`config.mk`:
```
export PLATFORM = sky130hd
export DESIGN_NAME = bbox_iterator
export DESIGN_NICKNAME = d
export VERILOG_FILES = /design/src/hdl/raster_pkg.sv /design/src/hdl/bbox_iterator.sv /design/src/hdl/iter_control.sv /design/src/hdl/raster_config.sv /design/src/hdl/sample_stepper.sv
export SDC_FILE = /design/constraint.sdc
export NUM_CORES = 1
export LEC_CHECK = 0
export ABC_AREA = 0
export BUFFER_PORTS_ARGS = -buffer_cell sky130_fd_sc_hd__buf_2
export CORE_AREA = 2 2 313 315
export DETAILED_ROUTE_END_ITERATION = 8
export DIE_AREA = 0 0 315 317
export PLACE_DENSITY_LB_ADDON = 0.2
export SETUP_SLACK_MARGIN = 0.15
export SLEW_MARGIN = 25
export SYNTH_ARGS = -nofsm -noshare
export SYNTH_HDL_FRONTEND = slang
export SYNTH_HIERARCHICAL = 1
export SYNTH_SLANG_ARGS = --single-unit
```
`constraint.sdc`:
```
create_clock -name clk -period 11.27 [get_ports clk]
set_input_delay 2.254 -clock clk [delete_from_list [all_inputs] [get_ports clk]]
set_output_delay 2.254 -clock clk [all_outputs]
set_load 0.03 [all_outputs]
```
`src/hdl/raster_pkg.sv`:
```
`default_nettype none

package raster_pkg;

    // Bits in a coordinate or a colour channel
    localparam int SIG_FIG = 24;
    // Fraction bits of a fixed-point coordinate
    localparam int RADIX_DEFAULT = 10;
    // Triangle shape
    localparam int VERTS = 3;
    localparam int AXES = 3;
    localparam int COLORS = 3;

    // Signed fixed point, integer part above the radix point
    typedef logic signed [SIG_FIG-1:0] coord_t;

    // Sample or corner position, x in the upper half
    typedef struct packed {
        coord_t x;
        coord_t y;
    } point_t;

    // Bounding box, lower-left corner in the upper half
    typedef struct packed {
        point_t ll;
        point_t ur;
    } box_t;

    typedef struct packed {
        coord_t x;
        coord_t y;
        coord_t z;
    } vertex_t;

    typedef vertex_t [VERTS-1:0] tri_t;

    // Unsigned colour channels
    typedef logic [COLORS-1:0][SIG_FIG-1:0] color_t;

    // One-hot multisample mode
    // 1000 = 1x, 0100 = 4x, 0010 = 16x, 0001 = 64x
    typedef logic [3:0] msaa_mode_t;
    localparam msaa_mode_t MSAA_RESET = 4'b1000;

endpackage

`default_nettype wire

```
`src/hdl/bbox_iterator.sv`:
```
`timescale 1ns/100ps
`default_nettype none

// Bounding box sample iterator
// One sample per cycle, triangle and colour travel with each sample
module bbox_iterator #(
    // Fraction bits of the fixed-point coordinates
    parameter int RADIX = raster_pkg::RADIX_DEFAULT
) (
    input  wire logic                clk,
    input  wire logic                rst,
    // APB configuration port
    input  wire logic [3:0]          paddr,
    input  wire logic                psel,
    input  wire logic                penable,
    input  wire logic                pwrite,
    input  wire logic [31:0]         pwdata,
    output logic      [31:0]         prdata,
    output logic                     pready,
    output logic                     pslverr,
    // Triangle input
    input  wire logic                valid_tri,
    input  wire raster_pkg::tri_t    tri_in,
    input  wire raster_pkg::color_t  color_in,
    input  wire raster_pkg::box_t    box_in,
    output logic                     ready,
    // Sample output
    output raster_pkg::tri_t         tri_out,
    output raster_pkg::color_t       color_out,
    output raster_pkg::point_t       sample,
    output logic                     valid_samp
);

    import raster_pkg::*;

    // Step derived from the multisample mode
    coord_t sample_step;
    // Controller to stepper
    logic   load;
    logic   advance;
    // Stepper to controller
    logic   at_end;

    raster_config #(
        .RADIX (RADIX)
    ) u_config (
        .clk         (clk),
        .rst         (rst),
        .paddr       (paddr),
        .psel        (psel),
        .penable     (penable),
        .pwrite      (pwrite),
        .pwdata      (pwdata),
        .prdata      (prdata),
        .pready      (pready),
        .pslverr     (pslverr),
        .sample_step (sample_step)
    );

    // Position datapath
    sample_stepper u_stepper (
        .clk         (clk),
        .rst         (rst),
        .load        (load),
        .advance     (advance),
        .box_in      (box_in),
        .sample_step (sample_step),
        .sample      (sample),
        .at_end      (at_end)
    );

    // Handshake and held triangle
    iter_control u_control (
        .clk        (clk),
        .rst        (rst),
        .valid_tri  (valid_tri),
        .tri_in     (tri_in),
        .color_in   (color_in),
        .at_end     (at_end),
        .load       (load),
        .advance    (advance),
        .ready      (ready),
        .valid_samp (valid_samp),
        .tri_out    (tri_out),
        .color_out  (color_out)
    );

endmodule

`default_nettype wire

```
`src/hdl/iter_control.sv`:
```
`timescale 1ns/100ps
`default_nettype none

// Wait/test FSM for the bounding box walk
// Holds upstream while a box is being walked
module iter_control (
    input  wire logic                clk,
    input  wire logic                rst,
    // Upstream triangle handshake and payload
    input  wire logic                valid_tri,
    input  wire raster_pkg::tri_t    tri_in,
    input  wire raster_pkg::color_t  color_in,
    // Last sample of the box is on the output
    input  wire logic                at_end,
    // Stepper commands
    output logic                     load,
    output logic                     advance,
    output logic                     ready,
    output logic                     valid_samp,
    output raster_pkg::tri_t         tri_out,
    output raster_pkg::color_t       color_out
);

    import raster_pkg::*;

    typedef enum logic {
        WAIT_ST,
        TEST_ST
    } state_t;

    state_t state;
    state_t state_next;
    logic   ready_next;
    logic   valid_next;

    // Ready is high exactly in the wait state
    assign load = ready && valid_tri;

    // Keep stepping until the last sample has gone out
    assign advance = (state == TEST_ST) && !at_end;

    always_comb begin
        state_next = state;
        ready_next = ready;
        valid_next = valid_samp;
        case (state)
            WAIT_ST: begin
                // First sample appears the cycle after acceptance
                if (load) begin
                    state_next = TEST_ST;
                    ready_next = 1'b0;
                    valid_next = 1'b1;
                end
            end
            TEST_ST: begin
                // Release upstream right after the final sample
                if (at_end) begin
                    state_next = WAIT_ST;
                    ready_next = 1'b1;
                    valid_next = 1'b0;
                end
            end
            default: begin
                state_next = WAIT_ST;
            end
        endcase
    end

    always_ff @(posedge clk or posedge rst) begin
        if (rst) begin
            state      <= WAIT_ST;
            ready      <= 1'b1;
            valid_samp <= 1'b0;
        end else begin
            state      <= state_next;
            ready      <= ready_next;
            valid_samp <= valid_next;
        end
    end

    // Triangle and colour stay put until the next acceptance
    always_ff @(posedge clk) begin
        if (load) begin
            tri_out   <= tri_in;
            color_out <= color_in;
        end
    end

endmodule

`default_nettype wire

```
`src/hdl/raster_config.sv`:
```
`timescale 1ns/100ps
`default_nettype none

// APB register block holding the multisample mode
// Mode register at address 0, no other registers
module raster_config #(
    parameter int RADIX = raster_pkg::RADIX_DEFAULT
) (
    input  wire logic             clk,
    input  wire logic             rst,
    // APB slave side
    input  wire logic [3:0]       paddr,
    input  wire logic             psel,
    input  wire logic             penable,
    input  wire logic             pwrite,
    input  wire logic [31:0]      pwdata,
    output logic      [31:0]      prdata,
    output logic                  pready,
    output logic                  pslverr,
    // Spacing between neighbouring samples
    output raster_pkg::coord_t    sample_step
);

    import raster_pkg::*;

    localparam logic [3:0] MODE_ADDR = 4'h0;

    // Current mode
    msaa_mode_t mode;
    // Decode of the current transfer
    logic       access;
    logic       addr_ok;
    logic       wdata_ok;
    logic       wr_en;

    // Access phase of a transfer, setup phase does nothing here
    assign access = psel && penable;

    assign addr_ok = (paddr == MODE_ADDR);

    // Exactly one bit set in the low nibble and nothing above it
    always_comb begin
        case (pwdata[3:0])
            4'b1000, 4'b0100, 4'b0010, 4'b0001: begin
                wdata_ok = (pwdata[31:4] == 28'd0);
            end
            default: begin
                wdata_ok = 1'b0;
            end
        endcase
    end

    // Refused writes leave the register untouched
    assign wr_en = access && pwrite && addr_ok && wdata_ok;

    always_ff @(posedge clk or posedge rst) begin
        if (rst) begin
            mode <= MSAA_RESET;
        end else if (wr_en) begin
            mode <= msaa_mode_t'(pwdata[3:0]);
        end
    end

    // No wait states
    assign pready = 1'b1;

    // Error on a bad address, or on a write that is not one-hot
    assign pslverr = access && (!addr_ok || (pwrite && !wdata_ok));

    // Mode in the low nibble, zero for unmapped addresses
    assign prdata = addr_ok ? {28'd0, mode} : 32'd0;

    // 1x gives one pixel, each finer mode halves the step
    // Bit 3 of the mode lands on the radix point
    assign sample_step = coord_t'(mode) << (RADIX - 3);

endmodule

`default_nettype wire

```
`src/hdl/sample_stepper.sv`:
```
`timescale 1ns/100ps
`default_nettype none

// Walks sample positions across a bounding box
// Raster order: left to right, then one row up
module sample_stepper (
    input  wire logic                clk,
    input  wire logic                rst,
    // Start a new box at its lower-left corner
    input  wire logic                load,
    // Move on to the next sample
    input  wire logic                advance,
    input  wire raster_pkg::box_t    box_in,
    input  wire raster_pkg::coord_t  sample_step,
    output raster_pkg::point_t       sample,
    // Current sample is the last one of the box
    output logic                     at_end
);

    import raster_pkg::*;

    // Box being walked
    box_t   box_q;
    // Current sample position
    point_t sample_q;
    // Candidate positions for the next cycle
    point_t step_right;
    point_t step_up;
    point_t sample_next;
    // Edge flags for the current sample
    logic   at_right;
    logic   at_top;

    // Box is captured once per triangle
    always_ff @(posedge clk) begin
        if (load) begin
            box_q <= box_in;
        end
    end

    // Edges are reached at or past the upper-right corner
    // Signed compare, coordinates may be negative
    assign at_right = (sample_q.x >= box_q.ur.x);
    assign at_top   = (sample_q.y >= box_q.ur.y);
    assign at_end   = at_right && at_top;

    // One step to the right on the same row
    always_comb begin
        step_right.x = sample_q.x + sample_step;
        step_right.y = sample_q.y;
    end

    // Back to the left edge, one row up
    always_comb begin
        step_up.x = box_q.ll.x;
        step_up.y = sample_q.y + sample_step;
    end

    // Wrap once the right edge is reached
    assign sample_next = at_right ? step_up : step_right;

    // Load wins over advance, otherwise hold
    always_ff @(posedge clk or posedge rst) begin
        if (rst) begin
            sample_q <= '0;
        end else if (load) begin
            sample_q <= box_in.ll;
        end else if (advance) begin
            sample_q <= sample_next;
        end
    end

    assign sample = sample_q;

endmodule

`default_nettype wire

```
Word level (Yosys, flattened, before mapping)

Cells that the tools add are included.

Bits in registers: 415
Bits of input ports: 426
Output and inout port bits: 372
Word-level logic and storage cells: 66

Add/sub/neg operators: 2
$lt $le $gt $ge: 2
Eq/ne operators: 6
Multiplexer cells: 14
Bitwise gates (word level): 1
Reduce and logical (&&, ||, !) cells: 20

Operators with widths:

| cell                                                  | count |
|---|---|
| two-way mux 48 bit                                    | 3 |
| adder 24 x 12 -> 24 bit                               | 2 |
| >= comparator 24 bit                                  | 2 |
| zero test 28 bit                                      | 1 |
| logical AND 1 bit                                     | 9 |
| two-way mux 1 bit                                     | 7 |
| one-hot mux 1 bit (2 select lines)                    | 3 |
| equality test 4 x 1 -> 1 bit, second input constant   | 1 |
| equality test 4 x 2 -> 1 bit, second input constant   | 1 |
| equality test 4 x 3 -> 1 bit, second input constant   | 1 |
| equality test 4 bit, second input constant            | 1 |
| zero test 4 bit                                       | 1 |
| two-way mux 4 bit                                     | 1 |
| AND reduction 2 bit                                   | 2 |
| nonzero test 2 bit                                    | 2 |
| OR reduction 4 bit                                    | 1 |
| zero test 1 bit                                       | 3 |
| inequality test 2 x 1 -> 1 bit, second input constant | 1 |
| inequality test 2 bit, second input constant          | 1 |
| logical OR 1 bit                                      | 1 |
| inverter 1 bit                                        | 1 |

Depth between registers and ports, before layout

Gate-level depths: netlist of the first run.

Depth after elaboration: 7
Mapped depth: 19
Depth with buffers taken out: 18

Modules after synthesis

Netlist of the first run, hierarchy kept.

Modules (own cells, without submodules):

| module         | times used | cells an instance | area an instance (um2) | seq. area each (um2) |
|---|---|---|---|---|
| iter_control   | 1          | 300               | 8778.4                 | 8724.6 |
| sample_stepper | 1          | 815               | 7981.4                 | 3363.2 |
| raster_config  | 1          | 84                | 715.7                  | 101.3 |

Worst setup path after synthesis of the first run

Ideal clock, no wire load.

Kind: input to register
Start point: input valid_tri
End point: register u_stepper.sample_q, in the netlist u_stepper/sample[13]
Library setup time: 0.143 ns
Arrival: 11.458 ns
Data required time: 11.127 ns
Setup slack: -0.331 ns
Stages: 5
Buffers on the path: 3
Path through: and2_1 -> clkbuf_1 -> buf_2 -> clkbuf_1 -> o221ai_1

Longest elaborated chain between the ends: 3
Elaborated cells between the ends (all ways): 5
Classes of those cells: mux (1); reduce/logical (4)

Ends and longest elaborated chain:

| element                              | RTL line             | RTL |
|---|---|---|
| from (decl)                          | bbox_iterator.sv:22  | `input wire logic valid_tri,` |
| logical AND 1 bit (*)                | iter_control.sv:37   | `assign load = ready && valid_tri;` |
| nonzero test 2 bit (no source line)  | -                    |  |
| AND reduction 2 bit (no source line) | -                    |  |
| to (signal assigned)                 | sample_stepper.sv:67 | `sample_q <= box_in.ll;` |
| to (signal assigned)                 | sample_stepper.sv:69 | `sample_q <= sample_next;` |
| to (decl)                            | sample_stepper.sv:25 | `point_t sample_q;` |

Every way passes the cells marked *; elsewhere a longest branch is shown, timed or not.
A chain may end at the register's enable or synchronous reset.

Final worst setup path of the first run

Start point: input pwdata[9]
End point: output pslverr

Longest elaborated chain between the ends: 6

Ends and longest elaborated chain:

| element           | RTL line            | RTL |
|---|---|---|
| from (decl)       | bbox_iterator.sv:17 | `input wire logic [31:0] pwdata,` |
| zero test 28 bit  | raster_config.sv:45 | `wdata_ok = (pwdata[31:4] == 28'd0);` |
| two-way mux 1 bit | raster_config.sv:43 | `case (pwdata[3:0])` |
| zero test 1 bit   | raster_config.sv:68 | `assign pslverr = access && (!addr_ok \|\| (pwrite && !wdata_ok));` |
| logical AND 1 bit | raster_config.sv:68 |  |
| logical OR 1 bit  | raster_config.sv:68 |  |
| logical AND 1 bit | raster_config.sv:68 |  |
| to (decl)         | bbox_iterator.sv:20 | `output logic pslverr,` |

No other way between the ends.

==> results.txt, run 1 <==
Status: finished clean
Worst-path fanout max: 2
Fill count: 10202
Fin. Hold Viols: 0
Peak supply drop: 0.000130 V
Wire per inst: 24.0 um
HP Start: u_stepper/box_q[81]$_DFFE_PP_
Worst path required time: 9020 ps
Slew Limit Fails: 0
Slowest cell on crit path: nor3_1
Sink Count: 415
Final net count: 2529
Post-DRT Antenna Nets: 0
Max frequency: 0.175 GHz
DRC Markers: 0
Origin of the worst setup path: pwdata[9]
Most frequent cells in the layout: buf_2 (768), edfxtp_1 (360), ha_1 (94), a21oi_1 (83), nand2_1 (82)
Setup TNS: 0 ps
Vias per cell: 3.99
Crit path kind: input pin to primary output
Placed Area: 22700 um2
Final setup vio count: 0
GRT Residual Overflow: 0
Final WL: 80.2 mm
Unique masters post-synth: 76
Drt first pass iters: 5
Switching share of power: 0.371
All-Layer GR Usage: 0.154
CTS tree: built
Final period util: 0.508
Internal power: 3540 uW
Ratio of cells with drive above 1 in the final layout: 0.435
Resized Gates After CTS: 0
Switching power: 2090 uW
Mapped Cells: 1199
First-pass GRT wire length: 106 mm
CTS max path bufs: 3
Design area: 24500 um2
Largest net degree at the start of global routing: 145
Largest family of logic cells by synthesized area: compound AO/OA/AOI/OAI gates
Core area: 96300 um2
Worst-Skew Late Latency: 650 ps
Post-synthesis register bit count: 415
Clk pin slew, worst setup/hold paths: 50 ps
# port buffers: 768
Compound-gate portion of the synthesized area: 0.0919
GPL Wtd Cong: 0.851
Drt initial violations: 740
CP Capture Type: primary output
Ys flop type: edfxtp_1
Vias in the first global route: 13652
Sequential group share of total power: 0.370
Gate power share: 0.319
Clk_skew: 36.3 ps
# Max-Cap Violations: 0
Post-synthesis area per instance: 14.6 um2
Post-synth ARST share: 0.133
Initial antenna violation count: 53
Slew margin rel.: 0.335
Detailed Place HPWL: 66.2 mm
Max incr delay on CP: 290 ps
Core Util, Final: 0.255
Root Driver: clkbuf_16
Post-Layout Cell Count: 3334
H-tree levels: 2
Count of flip-flops with a built-in enable after synthesis: 360
Commonest non-fill, non-tap cell in the layout: buf_2
Clock Power Share: 0.311
Leak Pwr: 0.0105 uW
Seq/Total Area, Yosys: 0.698
Crit path DAT: 3470 ps
Die Span Y: 317 um
Worst-path cell chain: buf_2, nor4_1, o211ai_1, nor3_1, nor2_1, buf_2
Simple-Gate Fraction of Synth Area: 0.0726
Class of the worst hold path: flip-flop to flip-flop
Most frequent CP cell: buf_2
Startpoint Class: input pin
FF-to-FF Start: u_stepper/sample[27]$_DFFE_PP0P_
RSZ-0062 raised after global routing: false
# rows: 114
Postcts setup bufs: 0
Initial Utilization: 0.182
Die footprint: 99900 um2
Synthesized area: 17500 um2
Tightest Pin Transition: 998 ps
Hold slack: 537 ps
DR vias: 13286
Hold buffer count at cts: 0
Area share of fa/ha/maj cells after synthesis: 0.0696
Num CTS Buffers: 53
Mux cell area share after synthesis: 0.00659
Synth Area in XOR/XNOR: 0.0195
Pwr dens: 229 nW/um2
Final critical-path required period: 5720 ps
Num ports: 798
Die X: 315 um
Cells after DPL: 3228
Synth warn: 6
Area Growth Syn to Fin: 40.3%
## cell usage after synthesis (7+ instances only)
| cell | n | area [um2] |
|---|---|---|
| edfxtp_1 | 360 | 10800 |
| ha_1 | 94 | 1180 |
| a21oi_1 | 83 | 415 |
| nand2_1 | 82 | 308 |
| inv_1 | 71 | 267 |
| dfrtp_1 | 53 | 1330 |
| buf_4 | 49 | 368 |
| nor2_1 | 49 | 184 |
| a21o_1 | 39 | 293 |
| o21ai_1 | 27 | 135 |
| o21ai_0 | 23 | 115 |
| xnor2_1 | 22 | 193 |
| xor2_1 | 17 | 149 |
| nand4_1 | 14 | 87.6 |
| nor3_1 | 14 | 70.1 |
| nand3_1 | 13 | 65.1 |
| clkbuf_1 | 12 | 45.0 |
| nor2b_1 | 11 | 68.8 |
| and3_1 | 9 | 56.3 |
| a311oi_1 | 8 | 70.1 |
| buf_2 | 8 | 40.0 |
| nand2b_1 | 8 | 50.1 |
| nor4_1 | 8 | 50.1 |
| o211ai_1 | 8 | 60.1 |
| mux2i_1 | 7 | 70.1 |
| o221ai_1 | 7 | 61.3 |
## stage by stage
step | total power [uW] | setup slack (ps)
after floorplan | 3260 | 3530
after global placement | 3880 | 5490
after detailed placement | 3910 | 5510
after CTS | 5700 | 5500
after global routing | 5960 | 5430
final | 5630 | 5550
## cells by family after synthesis
group | Yosys count
buffers and inverters | 143
AOI/OAI and AO/OA | 248
muxes | 11
DFF | 415
adders and majority gates | 96
xor gates and xnor gates | 39
and+or+nand+nor | 245
other | 2
## metal layers
| metal | vias up | track usage | wire length [um] |
|---|---|---|---|
| met1 | 6405 | 0.161 | 28000 |
| met2 | 607 | 0.260 | 39300 |
| li1 | 6035 | - | - |
| met5 | - | 0 | 394 |
| met3 | 181 | 0.0803 | 9470 |
| met4 | 58 | 0.0607 | 3080 |
## area by class of cell
class	instances	area, um2	share of cell area
sequential	415	12200	0.497
multi-input combinational	688	4730	0.193
timing repair buffer	777	3930	0.160
tap	1276	1600	0.0651
clock buffer	65	1400	0.0572
clock inverter	33	375	0.0153
inverter	72	270	0.0110
antenna	8	20.0	0.000817
## worst max-delay path, delay by kind of cell
family,cells,cell delay (ps)
buffers and inverters,2,300
and+or+nand+nor,3,650
AOI/OAI and AO/OA,1,260
## path summary, 6_finish.rpt
check                                                         to  slack [ps]  cells after the start
max in group asynchronous       u_stepper/sample[39]$_DFFE_PP0P_        8870                      3
worst min-delay path            u_stepper/sample[33]$_DFFE_PP0P_         540                      2
min in group asynchronous              u_control/state$_DFF_PP0_        1540                      2
worst max-delay path                                     pslverr        5550                      6
worst max register to register  u_stepper/sample[47]$_DFFE_PP0P_        6470                     16
worst min register to register  u_stepper/sample[33]$_DFFE_PP0P_         540                      2
## state kept, by name, indices dropped and copies added (netlist names)
name                  count
u_control/valid_samp      1
u_stepper/sample         48
u_config/mode             4
u_stepper/box_q          72
u_control/color_out      72
u_control/tri_out       216
u_control/state           1
u_control/ready           1
## power by group through the flow
stage / clock [uW] / sequential [uW] / combinational [uW]
2_1_floorplan: 0 / 2300 / 959
3_3_place_gp: 0 / 2130 / 1750
3_5_place_dp: 0 / 2130 / 1770
4_1_cts: 1810 / 2100 / 1780
5_1_grt: 1870 / 2110 / 1980
6_report: 1750 / 2080 / 1800
Power figures use the tool's default switching activity.
==> inputs of run 2 (changes only) <==
--- a/config.mk
+++ b/config.mk
@@ -7,9 +7,9 @@
 export LEC_CHECK = 0
 export ABC_AREA = 0
 export BUFFER_PORTS_ARGS = -buffer_cell sky130_fd_sc_hd__buf_2
-export CORE_AREA = 2 2 313 315
+export CORE_AREA = 2 2 308 310
 export DETAILED_ROUTE_END_ITERATION = 8
-export DIE_AREA = 0 0 315 317
+export DIE_AREA = 0 0 310 312
 export PLACE_DENSITY_LB_ADDON = 0.2
 export SETUP_SLACK_MARGIN = 0.15
 export SLEW_MARGIN = 25
==> constraint.sdc (replaced) <==
create_clock -name clk -period 5.1 [get_ports clk]
set_input_delay 1.02 -clock clk [delete_from_list [all_inputs] [get_ports clk]]
set_output_delay 1.02 -clock clk [all_outputs]
set_load 0.03 [all_outputs]
==> run 2 against run 1 <==
Clock skew is 0.69 ps higher; setup slack worse by 4400 ps; via count is 0.45% lower; clock power is 110% higher; critical path depth is 10 higher; cell area is 0.13% higher; sequential power is 120% higher; combinational power is 120% higher; register-to-register slack worse by 5400 ps; first-iteration DRC count is 0.27% higher.
==> results.txt, run 2 (synthesis gave the netlist of run 1 again) <==
Max frequency: 0.250 GHz
Postcts setup bufs: 0 (unchanged)
Vias in the first global route: 13962 (+2.3%)
Final WL: 79.3 mm (-1.0%)
Detailed Place HPWL: 66.0 mm (-0.21%)
Status: finished clean
Fin. Hold Viols: 0 (unchanged)
First-pass GRT wire length: 107 mm (+1.4%)
Hold buffer count at cts: 0 (unchanged)
Largest net degree at the start of global routing: 80 (-45%)
Worst-Skew Late Latency: 640 ps (about the same)
Drt first pass iters: 5 (unchanged)
Die X: 310 um (-1.6%)
# port buffers: 768 (unchanged)
Die Span Y: 312 um (-1.6%)
CP Capture Type: flip-flop
All-Layer GR Usage: 0.160 (+0.00621)
RSZ-0062 raised after global routing: false
Resized Gates After CTS: 0 (unchanged)
Drt initial violations: 742 (+0.27%)
Wire length on met3: 9.46 mm (about the same)
Initial Utilization: 0.188 (+0.00630)
Top Registers: u_control/tri_out: 216 flops, u_control/color_out: 72 flops, u_stepper/box_q: 72 flops
Root Driver: clkbuf_16
Wire per inst: 23.9 um (-0.62%)
Slew margin rel.: 0.468 (+0.134)
GRT Residual Overflow: 0 (unchanged)
# Max-Cap Violations: 0 (unchanged)
Max reg flops: 216 (unchanged)
Num CTS Buffers: 52 (-1.9%)
Met2 WL: 38.7 mm (-1.4%)
Worst path required time: 5600 ps (-3420 ps)
CTS tree: built
Commonest non-fill, non-tap cell in the layout: buf_2
Sink Count: 415 (unchanged)
Clk_skew: 37.0 ps (+0.685 ps)
Post-Layout Cell Count: 3320 (-0.42%)
DRC Markers: 0 (unchanged)
Cells after DPL: 3212 (-0.50%)
Post-DRT Antenna Nets: 0 (unchanged)
Slew Limit Fails: 0 (unchanged)
Initial antenna violation count: 55 (+3.8%)
Crit path DAT: 4500 ps (+1030 ps)
Final critical-path required period: 4000 ps
# rows: 112 (-1.8%)
Die footprint: 96700 um2 (-3.1%)
DR vias: 13226 (-0.45%)
Ratio of cells with drive above 1 in the final layout: 0.432 (-0.00231)
Area Growth Syn to Fin: 40.5%
Num ports: 798 (unchanged)
Startpoint Class: flip-flop
Core area: 93000 um2 (-3.4%)
Peak supply drop: 0.000247 V (+91%)
GPL Wtd Cong: 0.890 (+4.6%)
Worst-path fanout max: 37 (+35)
Clk pin slew, worst setup/hold paths: 60 ps (about the same)
Largest Register: u_control/tri_out
Final setup vio count: 0 (unchanged)
Vias per cell: 3.98 (about the same)
Leak Pwr: 0.0105 uW (about the same)
Most frequent cells in the layout: buf_2 (768), edfxtp_1 (360), ha_1 (94), a21oi_1 (83), nand2_1 (82)
Final period util: 0.783
Final net count: 2534 (+0.20%)
Crit path kind: flip-flop to flip-flop
Pwr dens: 499 nW/um2 (+120%)
Setup TNS: 0 ps (unchanged)
Top Layer Used: met5
CTS max path bufs: 3 (unchanged)
Class of the worst hold path: input pin to async pin
Tightest Pin Transition: 798 ps (-200 ps)
H-tree levels: 2 (unchanged)
Metal-1 WL: 27.4 mm (-2.0%)
==> run 2: cell types whose count changed in the layout (fill, tap and decap cells not counted), sizes merged <==
| cell | previous run | this run |
|---|---|---|
| buf | 777 | 783 |
| bufinv | 7 | 4 |
| clkbuf | 65 | 67 |
| clkinv | 21 | 19 |
| clkinvlp | 2 | 3 |
| diode | 8 | 12 |
==> run 2: power breakdown <==
part | switching [uW] | total [uW] | internal, uW
Sequential | 373 | 4490 | 4110
Combinational | 2610 | 4040 | 1430
Clock | 1550 | 3710 | 2160
==> run 2: final timing paths <==
check | endpoint | depth (start not counted) | startpoint | slack (ps)
max | u_stepper/sample[18]$_DFFE_PP0P_ | 16 | u_stepper/sample[17]$_DFFE_PP0P_ | 1100
min | u_control/valid_samp$_DFFE_PP0P_ | 2 | rst | 300
max reg2reg | u_stepper/sample[18]$_DFFE_PP0P_ | 16 | u_stepper/sample[17]$_DFFE_PP0P_ | 1100
min reg2reg | u_stepper/sample[39]$_DFFE_PP0P_ | 2 | u_stepper/box_q[87]$_DFFE_PP_ | 550
max in group asynchronous | u_stepper/sample[30]$_DFFE_PP0P_ | 3 | rst | 3900
min in group clk | u_control/color_out[58]$_DFFE_PP_ | 1 | color_in[58] | 550
==> run 2: critical path: stages, from the launching register on <==
cell	delay [ps]
dfrtp_1	450
ha_1	340
a21o_1	170
a21oi_1	150
nor2b_1	60
o21ai_0	150
nand2b_1	80
a21oi_1	140
o32ai_1	100
nor2_1	140
and4b_1	300
nor3_1	100
and2b_1	500
nand2_2	550
and2_1	370
a31oi_1	140
o21ai_1	70
==> run 2: layout make-up <==
| class | count | area, um2 |
|---|---|---|
| antenna | 12 | 30.0 |
| clock buffer | 67 | 1410 |
| clock inverter | 29 | 300 |
| fill | 9910 | 68500 |
| inverter | 72 | 270 |
| multi-input combinational | 688 | 4730 |
| sequential | 415 | 12200 |
| tap | 1254 | 1570 |
| timing repair buffer | 783 | 4040 |
==> run 2: metal layers <==
metal / vias to the layer above / track usage
li1: 6050 / -
met1: 6348 / 0.164
met2: 608 / 0.270
met3: 174 / 0.0817
met4: 46 / 0.0725
met5: - / 0
==> run 2: metrics by stage <==
stage          setup slack, ps  hold WS [ps]  cell area, um2  total power (uW)   util
3_5_place_dp              1120           546           22800              8560  0.245
4_1_cts                   1090           253           24500             12400  0.263
5_1_grt                    760           275           24500             13000  0.264
3_3_place_gp              1070           540           22800              8520  0.245
6_report                  1100           303           24500             12200  0.264
2_1_floorplan              476           503           17700              7180      -
